===== src/logic/noc_pkg.sv =====
package noc_pkg;

  // ~~~~~~~~~~~~~~~~~~~~~~~~~~~~~~
  // mesh and link sizes.
  // ~~~~~~~~~~~~~~~~~~~~~~~~~~~~~~
  localparam int size_x      = 4;
  localparam int size_y      = 4;
  localparam int coord_width = $clog2((size_x > size_y) ? size_x : size_y);
  localparam int channels    = 2;
  localparam int vc_width    = (channels > 1) ? $clog2(channels) : 1;
  localparam int ports       = 5;
  localparam int data_width  = 32;
  localparam int fifo_depth  = 2;

  // port order of the router.
  localparam int port_x_plus  = 0;
  localparam int port_x_minus = 1;
  localparam int port_y_plus  = 2;
  localparam int port_y_minus = 3;
  localparam int port_local   = 4;

  // ~~~~~~~~~~~~~~~~~~~~~~~~~~~~~~
  // flit format.
  // ~~~~~~~~~~~~~~~~~~~~~~~~~~~~~~
  typedef enum logic {
    xy_routing = 1'b0,
    yx_routing = 1'b1
  } routing_mode_e;

  localparam int tag_width = data_width - 4 * coord_width - 1;

  typedef struct packed {
    logic [coord_width-1:0] dest_x;
    logic [coord_width-1:0] dest_y;
    routing_mode_e          routing_mode;
    logic [coord_width-1:0] src_x;
    logic [coord_width-1:0] src_y;
    logic [tag_width-1:0]   tag;
  } flit_header_t;

  // head flits carry a header, body and tail flits carry raw data.
  typedef union packed {
    flit_header_t          header;
    logic [data_width-1:0] data;
  } flit_word_u;

  // one-hot, one bit per port index.
  typedef logic [ports-1:0] route_t;

  localparam route_t route_none = '0;

endpackage


===== src/logic/flit_if.sv =====
`timescale 1ns/1ns

interface flit_if;

  logic               valid;
  logic               ready;
  noc_pkg::flit_word_u word;
  logic               head;
  logic               tail;

  modport initiator (
    output valid,
    output word,
    output head,
    output tail,
    input  ready
  );

  modport target (
    input  valid,
    input  word,
    input  head,
    input  tail,
    output ready
  );

endinterface


===== src/logic/port_control_if.sv =====
`timescale 1ns/1ns

interface port_control_if;

  logic [noc_pkg::channels-1:0] request;
  logic [noc_pkg::channels-1:0] free;
  logic [noc_pkg::channels-1:0] start_of_packet;
  logic [noc_pkg::channels-1:0] end_of_packet;
  logic [noc_pkg::channels-1:0] grant;

  modport requester (
    output request,
    output free,
    output start_of_packet,
    output end_of_packet,
    input  grant
  );

  modport arbiter (
    input  request,
    input  free,
    input  start_of_packet,
    input  end_of_packet,
    output grant
  );

endinterface


===== src/logic/output_arbiter.sv =====
`timescale 1ns/1ns

module output_arbiter (
  input logic             clk,
  input logic             rst_n,
  port_control_if.arbiter port_control
);

  // first requester after the last winner, in circular order.
  function automatic logic [noc_pkg::channels-1:0] pick(
    input logic [noc_pkg::channels-1:0] req,
    input logic [noc_pkg::vc_width-1:0] last
  );
    logic [noc_pkg::channels-1:0] one_hot;
    int                           idx;
    one_hot = '0;
    for (int i = 1; i <= noc_pkg::channels; i++) begin
      idx = (int'(last) + i) % noc_pkg::channels;
      if (req[idx] && (one_hot == '0)) begin
        one_hot[idx] = 1'b1;
      end
    end
    return one_hot;
  endfunction

  function automatic logic [noc_pkg::vc_width-1:0] encode(
    input logic [noc_pkg::channels-1:0] one_hot
  );
    logic [noc_pkg::vc_width-1:0] index;
    index = '0;
    for (int i = 0; i < noc_pkg::channels; i++) begin
      if (one_hot[i]) begin
        index = i[noc_pkg::vc_width-1:0];
      end
    end
    return index;
  endfunction

  logic [noc_pkg::channels-1:0] grant_q;
  logic [noc_pkg::channels-1:0] grant_next;
  logic [noc_pkg::vc_width-1:0] last_q;
  logic                         idle;
  logic                         packet_done;
  logic                         head_taken;

  assign port_control.grant = grant_q;

  assign idle        = (grant_q == '0);
  assign packet_done = |(grant_q & port_control.end_of_packet);
  assign head_taken  = |(grant_q & port_control.free & port_control.start_of_packet);

  // only a waiting head can open a new packet on this port.
  assign grant_next = pick(port_control.request & port_control.start_of_packet, last_q);

  always_ff @(posedge clk or negedge rst_n) begin
    if (!rst_n) begin
      grant_q <= '0;
      last_q  <= '0;
    end else begin
      if (packet_done) begin
        grant_q <= '0;
      end else if (idle) begin
        grant_q <= grant_next;
      end
      if (head_taken) begin
        last_q <= encode(grant_q);
      end
    end
  end

endmodule


===== src/logic/route_selector.sv =====
`timescale 1ns/1ns

module route_selector #(
  parameter int                          X               = 0,
  parameter int                          Y               = 0,
  parameter logic [noc_pkg::ports-1:0]   AVAILABLE_PORTS = '1
) (
  input logic                 clk,
  input logic                 rst_n,
  flit_if.target              flit_in [noc_pkg::channels],
  flit_if.initiator           flit_out [noc_pkg::ports*noc_pkg::channels],
  port_control_if.requester   port_control [noc_pkg::ports]
);

  // dimension-order routing over the ports that exist here.
  function automatic noc_pkg::route_t select_route(input noc_pkg::flit_header_t header);
    logic [3:0]       toward;
    noc_pkg::route_t  route;
    toward[noc_pkg::port_x_plus]  = (header.dest_x > X) && AVAILABLE_PORTS[noc_pkg::port_x_plus];
    toward[noc_pkg::port_x_minus] = (header.dest_x < X) && AVAILABLE_PORTS[noc_pkg::port_x_minus];
    toward[noc_pkg::port_y_plus]  = (header.dest_y > Y) && AVAILABLE_PORTS[noc_pkg::port_y_plus];
    toward[noc_pkg::port_y_minus] = (header.dest_y < Y) && AVAILABLE_PORTS[noc_pkg::port_y_minus];
    route = noc_pkg::route_none;
    if (header.routing_mode == noc_pkg::xy_routing) begin
      if (toward[noc_pkg::port_x_plus]) route[noc_pkg::port_x_plus] = 1'b1;
      else if (toward[noc_pkg::port_x_minus]) route[noc_pkg::port_x_minus] = 1'b1;
      else if (toward[noc_pkg::port_y_plus]) route[noc_pkg::port_y_plus] = 1'b1;
      else if (toward[noc_pkg::port_y_minus]) route[noc_pkg::port_y_minus] = 1'b1;
      else route[noc_pkg::port_local] = 1'b1;
    end else begin
      if (toward[noc_pkg::port_y_plus]) route[noc_pkg::port_y_plus] = 1'b1;
      else if (toward[noc_pkg::port_y_minus]) route[noc_pkg::port_y_minus] = 1'b1;
      else if (toward[noc_pkg::port_x_plus]) route[noc_pkg::port_x_plus] = 1'b1;
      else if (toward[noc_pkg::port_x_minus]) route[noc_pkg::port_x_minus] = 1'b1;
      else route[noc_pkg::port_local] = 1'b1;
    end
    return route;
  endfunction

  for (genvar c = 0; c < noc_pkg::channels; c++) begin : g_channel
    noc_pkg::flit_header_t       header;
    noc_pkg::route_t             route_next;
    noc_pkg::route_t             route_latched;
    noc_pkg::route_t             route;
    logic                        start_of_packet;
    logic                        end_of_packet;
    logic [noc_pkg::ports-1:0]   port_ready;

    assign header          = flit_in[c].word.header;
    assign start_of_packet = flit_in[c].valid && flit_in[c].head;
    assign end_of_packet   = flit_in[c].valid && flit_in[c].ready && flit_in[c].tail;
    assign route_next      = select_route(header);

    // head flits route at once, the rest follow the latched route.
    assign route = start_of_packet ? route_next : route_latched;

    always_ff @(posedge clk or negedge rst_n) begin
      if (!rst_n) begin
        route_latched <= noc_pkg::route_none;
      end else if (end_of_packet) begin
        route_latched <= noc_pkg::route_none;
      end else if (start_of_packet) begin
        route_latched <= route_next;
      end
    end

    for (genvar p = 0; p < noc_pkg::ports; p++) begin : g_port
      if (AVAILABLE_PORTS[p]) begin : g_on
        assign flit_out[p*noc_pkg::channels+c].valid = route[p] && flit_in[c].valid;
        assign flit_out[p*noc_pkg::channels+c].word  = flit_in[c].word;
        assign flit_out[p*noc_pkg::channels+c].head  = flit_in[c].head;
        assign flit_out[p*noc_pkg::channels+c].tail  = flit_in[c].tail;
        assign port_ready[p] = route[p] && flit_out[p*noc_pkg::channels+c].ready;

        assign port_control[p].request[c]         = route[p] && flit_in[c].valid;
        assign port_control[p].free[c]            = route[p] && flit_in[c].valid && flit_in[c].ready;
        assign port_control[p].start_of_packet[c] = route[p] && start_of_packet;
        assign port_control[p].end_of_packet[c]   = route[p] && end_of_packet;
      end else begin : g_off
        assign flit_out[p*noc_pkg::channels+c].valid = 1'b0;
        assign flit_out[p*noc_pkg::channels+c].word  = '0;
        assign flit_out[p*noc_pkg::channels+c].head  = 1'b0;
        assign flit_out[p*noc_pkg::channels+c].tail  = 1'b0;
        assign port_ready[p] = 1'b0;

        assign port_control[p].request[c]         = 1'b0;
        assign port_control[p].free[c]            = 1'b0;
        assign port_control[p].start_of_packet[c] = 1'b0;
        assign port_control[p].end_of_packet[c]   = 1'b0;
      end
    end

    assign flit_in[c].ready = |port_ready;
  end

endmodule


===== src/logic/router_input_path.sv =====
`timescale 1ns/1ns

module router_input_path #(
  parameter int                        X               = 0,
  parameter int                        Y               = 0,
  parameter logic [noc_pkg::ports-1:0] AVAILABLE_PORTS = '1
) (
  input  logic                                                clk,
  input  logic                                                rst_n,
  input  logic [noc_pkg::channels-1:0]                        in_valid,
  output logic [noc_pkg::channels-1:0]                        in_ready,
  input  logic [noc_pkg::channels-1:0][noc_pkg::data_width-1:0] in_word,
  input  logic [noc_pkg::channels-1:0]                        in_head,
  input  logic [noc_pkg::channels-1:0]                        in_tail,
  output logic [noc_pkg::ports-1:0]                           out_valid,
  input  logic [noc_pkg::ports-1:0]                           out_ready,
  output logic [noc_pkg::ports-1:0][noc_pkg::data_width-1:0]  out_word,
  output logic [noc_pkg::ports-1:0]                           out_head,
  output logic [noc_pkg::ports-1:0]                           out_tail,
  output logic [noc_pkg::ports-1:0][noc_pkg::vc_width-1:0]    out_vc
);

  flit_if         link_lane [noc_pkg::channels] ();
  flit_if         fifo_lane [noc_pkg::channels] ();
  flit_if         routed [noc_pkg::ports*noc_pkg::channels] ();
  port_control_if port_ctrl [noc_pkg::ports] ();

  // ~~~~~~~~~~~~~~~~~~~~~~~~~~~~~~
  // input buffering.
  // ~~~~~~~~~~~~~~~~~~~~~~~~~~~~~~
  for (genvar c = 0; c < noc_pkg::channels; c++) begin : g_input
    assign link_lane[c].valid = in_valid[c];
    assign link_lane[c].word  = in_word[c];
    assign link_lane[c].head  = in_head[c];
    assign link_lane[c].tail  = in_tail[c];
    assign in_ready[c]        = link_lane[c].ready;

    vc_input_fifo i_fifo (
      .clk   (clk),
      .rst_n (rst_n),
      .in    (link_lane[c]),
      .out   (fifo_lane[c])
    );
  end

  route_selector #(
    .X               (X),
    .Y               (Y),
    .AVAILABLE_PORTS (AVAILABLE_PORTS)
  ) i_route_selector (
    .clk          (clk),
    .rst_n        (rst_n),
    .flit_in      (fifo_lane),
    .flit_out     (routed),
    .port_control (port_ctrl)
  );

  // ~~~~~~~~~~~~~~~~~~~~~~~~~~~~~~
  // output ports.
  // ~~~~~~~~~~~~~~~~~~~~~~~~~~~~~~
  for (genvar p = 0; p < noc_pkg::ports; p++) begin : g_port
    if (AVAILABLE_PORTS[p]) begin : g_on
      flit_if port_lane [noc_pkg::channels] ();

      for (genvar c = 0; c < noc_pkg::channels; c++) begin : g_lane
        assign port_lane[c].valid = routed[p*noc_pkg::channels+c].valid;
        assign port_lane[c].word  = routed[p*noc_pkg::channels+c].word;
        assign port_lane[c].head  = routed[p*noc_pkg::channels+c].head;
        assign port_lane[c].tail  = routed[p*noc_pkg::channels+c].tail;
        assign routed[p*noc_pkg::channels+c].ready = port_lane[c].ready;
      end

      output_arbiter i_arbiter (
        .clk          (clk),
        .rst_n        (rst_n),
        .port_control (port_ctrl[p])
      );

      vc_merger i_merger (
        .clk       (clk),
        .rst_n     (rst_n),
        .grant     (port_ctrl[p].grant),
        .flit_in   (port_lane),
        .out_valid (out_valid[p]),
        .out_ready (out_ready[p]),
        .out_word  (out_word[p]),
        .out_head  (out_head[p]),
        .out_tail  (out_tail[p]),
        .out_vc    (out_vc[p])
      );
    end else begin : g_off
      for (genvar c = 0; c < noc_pkg::channels; c++) begin : g_lane
        assign routed[p*noc_pkg::channels+c].ready = 1'b0;
      end
      assign port_ctrl[p].grant = '0;
      assign out_valid[p]       = 1'b0;
      assign out_word[p]        = '0;
      assign out_head[p]        = 1'b0;
      assign out_tail[p]        = 1'b0;
      assign out_vc[p]          = '0;
    end
  end

endmodule


===== src/logic/vc_input_fifo.sv =====
`timescale 1ns/1ns

module vc_input_fifo (
  input logic        clk,
  input logic        rst_n,
  flit_if.target     in,
  flit_if.initiator  out
);

  localparam int ptr_width   = (noc_pkg::fifo_depth > 1) ? $clog2(noc_pkg::fifo_depth) : 1;
  localparam int count_width = $clog2(noc_pkg::fifo_depth + 1);

  noc_pkg::flit_word_u         word_mem [noc_pkg::fifo_depth];
  logic [noc_pkg::fifo_depth-1:0] head_mem;
  logic [noc_pkg::fifo_depth-1:0] tail_mem;
  logic [ptr_width-1:0]        wr_ptr;
  logic [ptr_width-1:0]        rd_ptr;
  logic [count_width-1:0]      count;
  logic                        push;
  logic                        pop;

  assign in.ready  = (count != count_width'(noc_pkg::fifo_depth));
  assign out.valid = (count != '0);
  assign push      = in.valid && in.ready;
  assign pop       = out.valid && out.ready;

  // oldest entry is always offered.
  assign out.word = word_mem[rd_ptr];
  assign out.head = head_mem[rd_ptr];
  assign out.tail = tail_mem[rd_ptr];

  always_ff @(posedge clk) begin
    if (push) begin
      word_mem[wr_ptr] <= in.word;
      head_mem[wr_ptr] <= in.head;
      tail_mem[wr_ptr] <= in.tail;
    end
  end

  always_ff @(posedge clk or negedge rst_n) begin
    if (!rst_n) begin
      wr_ptr <= '0;
      rd_ptr <= '0;
      count  <= '0;
    end else begin
      if (push) begin
        wr_ptr <= wr_ptr + 1'b1;
      end
      if (pop) begin
        rd_ptr <= rd_ptr + 1'b1;
      end
      case ({push, pop})
        2'b10:   count <= count + 1'b1;
        2'b01:   count <= count - 1'b1;
        default: count <= count;
      endcase
    end
  end

endmodule


===== src/logic/vc_merger.sv =====
`timescale 1ns/1ns

module vc_merger (
  input  logic                            clk,
  input  logic                            rst_n,
  input  logic [noc_pkg::channels-1:0]    grant,
  flit_if.target                          flit_in [noc_pkg::channels],
  output logic                            out_valid,
  input  logic                            out_ready,
  output logic [noc_pkg::data_width-1:0]  out_word,
  output logic                            out_head,
  output logic                            out_tail,
  output logic [noc_pkg::vc_width-1:0]    out_vc
);

  logic [noc_pkg::channels-1:0]  lane_valid;
  logic [noc_pkg::channels-1:0]  lane_head;
  logic [noc_pkg::channels-1:0]  lane_tail;
  noc_pkg::flit_word_u           lane_word [noc_pkg::channels];
  noc_pkg::flit_word_u           sel_word;
  logic                          sel_head;
  logic                          sel_tail;
  logic [noc_pkg::vc_width-1:0]  sel_vc;
  logic                          stage_open;
  logic                          load;

  // output register can take a new flit.
  assign stage_open = !out_valid || out_ready;
  assign load       = stage_open && |(grant & lane_valid);

  for (genvar c = 0; c < noc_pkg::channels; c++) begin : g_lane
    assign lane_valid[c]    = flit_in[c].valid;
    assign lane_head[c]     = flit_in[c].head;
    assign lane_tail[c]     = flit_in[c].tail;
    assign lane_word[c]     = flit_in[c].word;
    assign flit_in[c].ready = grant[c] && stage_open;
  end

  always_comb begin
    sel_word = '0;
    sel_head = 1'b0;
    sel_tail = 1'b0;
    sel_vc   = '0;
    for (int c = 0; c < noc_pkg::channels; c++) begin
      if (grant[c]) begin
        sel_word = lane_word[c];
        sel_head = lane_head[c];
        sel_tail = lane_tail[c];
        sel_vc   = c[noc_pkg::vc_width-1:0];
      end
    end
  end

  always_ff @(posedge clk or negedge rst_n) begin
    if (!rst_n) begin
      out_valid <= 1'b0;
    end else if (stage_open) begin
      out_valid <= |(grant & lane_valid);
    end
  end

  always_ff @(posedge clk) begin
    if (load) begin
      out_word <= sel_word.data;
      out_head <= sel_head;
      out_tail <= sel_tail;
      out_vc   <= sel_vc;
    end
  end

endmodule


===== config.mk =====
export PLATFORM = sky130hd
export DESIGN_NAME = router_input_path
export DESIGN_NICKNAME = d
export VERILOG_FILES = /design/src/logic/noc_pkg.sv /design/src/logic/flit_if.sv /design/src/logic/port_control_if.sv /design/src/logic/output_arbiter.sv /design/src/logic/route_selector.sv /design/src/logic/router_input_path.sv /design/src/logic/vc_input_fifo.sv /design/src/logic/vc_merger.sv
export SDC_FILE = /design/constraint.sdc
export NUM_CORES = 1
export LEC_CHECK = 0
export BUFFER_PORTS_ARGS = -buffer_cell sky130_fd_sc_hd__buf_2
export CORE_MARGIN = 2
export CORE_UTILIZATION = 62
export CTS_BUF_LIST = sky130_fd_sc_hd__clkbuf_2
export CTS_CLUSTER_DIAMETER = 120
export DETAILED_ROUTE_END_ITERATION = 6
export PLACE_DENSITY = 0.95
export SLEW_MARGIN = 25
export SYNTH_ARGS = -nofsm -noshare
export SYNTH_HDL_FRONTEND = slang
export SYNTH_SLANG_ARGS = --single-unit

===== constraint.sdc =====
create_clock -name clk -period 8.5 [get_ports clk]
set_input_delay 0.425 -clock clk [delete_from_list [all_inputs] [get_ports clk]]
set_output_delay 0.425 -clock clk [all_outputs]
set_load 0.03 [all_outputs]

==> reports/metrics.csv <==
metric,value,unit
RSZ-0062 raised after global routing,no,
status,completed,
# DRC,0,
post_cts resized,0,
first-pass detailed-route iteration total,6,
Worst path slowest cell,and2_2,
CTS Buf Count,83,
Row Count,55,
vias,10721,
final WL,42300,µm
LEAKAGE,6.83,nW
WL/cell,24.5,µm
crit path kind,reg -> reg,
Netlist Area Pre-Place,14000,µm²
largest net degree at the start of global routing,46,
chip width,154,µm
die height,154,µm
first-pass GRT wire length,62100,µm
Detailed Route Iter0 Violations,1559,
Power Density,400,nW/µm²
layout cells sized above 1,32.9,%
Final Skew,0.147,ns
post-synth top area cell,edfxtp_1,
sequential area share after synthesis,73.0,%
hpwl dp,25500,µm
I/O pins,259,
"FF+latch count, synth",347,
MaxCap Viol Count,0,
Critical Path End Type,flip-flop,
GRT Util Overall,35.3,%
Layout Nets,1454,
Root Buffer,clkbuf_2,
"CTS clk-pin slew, worst paths",0.11,ns
H-tree depth,3,
synth top area cells,"edfxtp_1 (67%), dfrtp_1 (6.4%), o21ai_0 (5.8%), nand2_1 (5.1%), mux2_2 (2.7%)",
CORE AREA,22400,µm²
min-delay worst type,in -> reg,
Tcrit/Tclk final,42.3,%
"Slew Viols, Final",0,
port buffer count,258,
type of origin of the critical path,flip-flop,
CTS tree,yes,
worst-margin pin slew,1.08,ns
Slew Limit Headroom,28.2,%
fmax,278,MHz
Mean Syn Cell Area,13.8,µm²
number of antenna violations at the first check in global routing,2,
critical-path cell list,buf_4 > mux2_2 > nand2_1 > or3_1 > a21o_1 > o22ai_1 > and2_2,
starting density of the core,62.5,%
"Async S/R FF share, synth",10.4,%
vias in the first global route,10712,
routability congestion estimate,0.909,
vias per cell,6.21,
post-CTS setup buffers,0,
setup violators final,0,
crit-path max FO,45,
Synth Instances,1015,
Sink Count,347,
Worst Path Required,8.96,ns
Clock Latency Late Sink,0.97,ns
WP buf/inv,1,
top_reg_cell synth,edfxtp_1,
CTS hold repair buffers,73,
synth warn,0,
Synthesized Nets,1094,
Yosys top cell area share,66.6,%
setup TNS,0,ns
fillcell total,1318,
fin crit period,3.59,ns
Die Area,23800,µm²
WHS,0.0789,ns
Bufs on Longest Clock Path,3,
area delta synth->final,21.4,%
final hold viol count,0,
Post-synth EDFFs,311,
Synth cell types,55,
arrival time worst endpoint,4.06,ns
GR Overflow Total,0,
worst vdd ir,0.000311,V
CP peak stage delay,0.89,ns
"CP delay by family, top",simple AND/OR/NAND/NOR gates,
Post-DRT Antenna Nets,0,
[tightest hold or removal path: stages]
cell	delay, ns
buf_2	0.07
nand2b_1	0.22
nand2b_1	0.14
[per-stage QoR]
| step | instances | power [mW] | util [%] | area (µm²) | worst slack (ns) |
|---|---|---|---|---|---|
| after floorplan | 1015 | 4.63 | - | 14000 | 5.03 |
| after global placement | 1498 | 5.36 | 68.8 | 15400 | 5.03 |
| after detailed placement | 1501 | 5.54 | 69.2 | 15500 | 4.82 |
| after CTS | 1724 | 6.64 | 75.8 | 17000 | 4.78 |
| after global routing | 1726 | 7.07 | 75.9 | 17000 | 4.74 |
| final | 1726 | 6.81 | 75.9 | 17000 | 4.91 |
[synth_stat cells, types with 3 or more instances]
library cell / instances
mux2i_1: 33
a31oi_1: 4
o22ai_1: 12
a21o_1: 4
buf_2: 4
and2_1: 6
or3_1: 3
nor2_1: 29
a311oi_1: 8
o32ai_1: 3
buf_1: 14
edfxtp_1: 311
a211oi_1: 4
nand2b_1: 13
nand2_1: 192
mux2_2: 34
nand3_1: 7
xnor2_1: 7
inv_1: 15
o21ai_0: 162
clkbuf_1: 27
and3_1: 3
nor3_1: 8
dfrtp_1: 36
xor2_1: 3
a21oi_1: 10
or2_2: 3
buf_4: 23
[cell usage in the layout, fill, tap and decap left out, types with 12 or more instances in the layout]
cell | Yosys | layout
edfxtp_1 | 311 | 311
buf_2 | 4 | 258
nand2_1 | 192 | 189
o21ai_0 | 162 | 162
clkbuf_2 | 0 | 129
dlygate4sd3_1 | 0 | 73
mux2_2 | 34 | 34
dfrtp_1 | 36 | 33
mux2i_1 | 33 | 32
nor2_1 | 29 | 25
inv_1 | 15 | 15
nand2b_1 | 13 | 13
o22ai_1 | 12 | 12
clkinv_1 | 0 | 12
[power by group]
| part | total, mW | switching, mW | internal, mW |
|---|---|---|---|
| clock | 1.10 | 0.691 | 0.404 |
| combinational | 2.85 | 2.06 | 0.791 |
| sequential | 2.86 | 0.274 | 2.59 |
[cell type report]
class / count / area [µm²] / share of cell area, %
Multi-Input combinational cell: 584 / 3430 / 20.2
Sequential cell: 347 / 10200 / 60.1
Timing Repair Buffer: 344 / 2190 / 12.9
Clock inverter: 21 / 100 / 0.588
Inverter: 15 / 56.3 / 0.331
Tap cell: 285 / 357 / 2.09
Clock buffer: 129 / 646 / 3.79
Antenna cell: 1 / 2.50 / 0.0147
[registers in the layout (all words and copies together), names as in the netlist]
signal	count
g_port.g_on.i_merger.out_vc	5
g_port.g_on.i_merger.out_valid	5
g_input.i_fifo.head_mem	4
g_input.i_fifo.rd_ptr	2
g_port.g_on.i_merger.out_word	160
g_input.i_fifo.count	4
g_port.g_on.i_arbiter.port_control.grant	10
g_input.i_fifo.word_mem	128
g_port.g_on.i_merger.out_head	5
g_port.g_on.i_merger.out_tail	5
g_input.i_fifo.wr_ptr	2
g_input.i_fifo.tail_mem	4
g_port.g_on.i_arbiter.last_q	3
i_route_selector.g_channel.route_latched	10
[cells by family after synthesis]
logic type	after synthesis	synth area share (%)
compound gates	225	9.32
xor+xnor	10	0.624
fa+ha+maj	2	0.178
buf+inv	84	2.95
flops	347	73.0
mux	69	5.34
simple gates	278	8.59
[final timing paths]
check                                                                    startpoint                                                         end  slack, ns  cells past startpoint
setup / recovery                               g_input[1].i_fifo.rd_ptr$_DFFE_PN0P_                  g_port[4].g_on.i_merger.out_head$_DFFE_PP_       4.91                      7
hold / removal                                                         out_ready[3]               g_port[3].g_on.i_merger.out_valid$_DFFE_PN0N_       0.08                      3
setup reg to reg                               g_input[1].i_fifo.rd_ptr$_DFFE_PN0P_                  g_port[4].g_on.i_merger.out_head$_DFFE_PP_       4.91                      7
hold reg to reg            i_route_selector.g_channel[0].route_latched[1]$_DFF_PN0_  g_port[1].g_on.i_arbiter.port_control.grant[0]$_DFFE_PN0P_       0.48                      1
max in group asynchronous                                                     rst_n  g_port[4].g_on.i_arbiter.port_control.grant[1]$_DFFE_PN0P_       7.62                      2
min in group asynchronous                                                     rst_n               g_port[1].g_on.i_merger.out_valid$_DFFE_PN0N_       0.21                      2
[metal layers]
layer	GRT usage (%)	vias up	wire length (µm)
met2	56.5	1006	20200
met4	19.8	0	2340
met5	0	-	0
li1	-	4514	-
met1	45.4	5019	14300
met3	7.71	182	5560
Power figures use the tool's default switching activity.
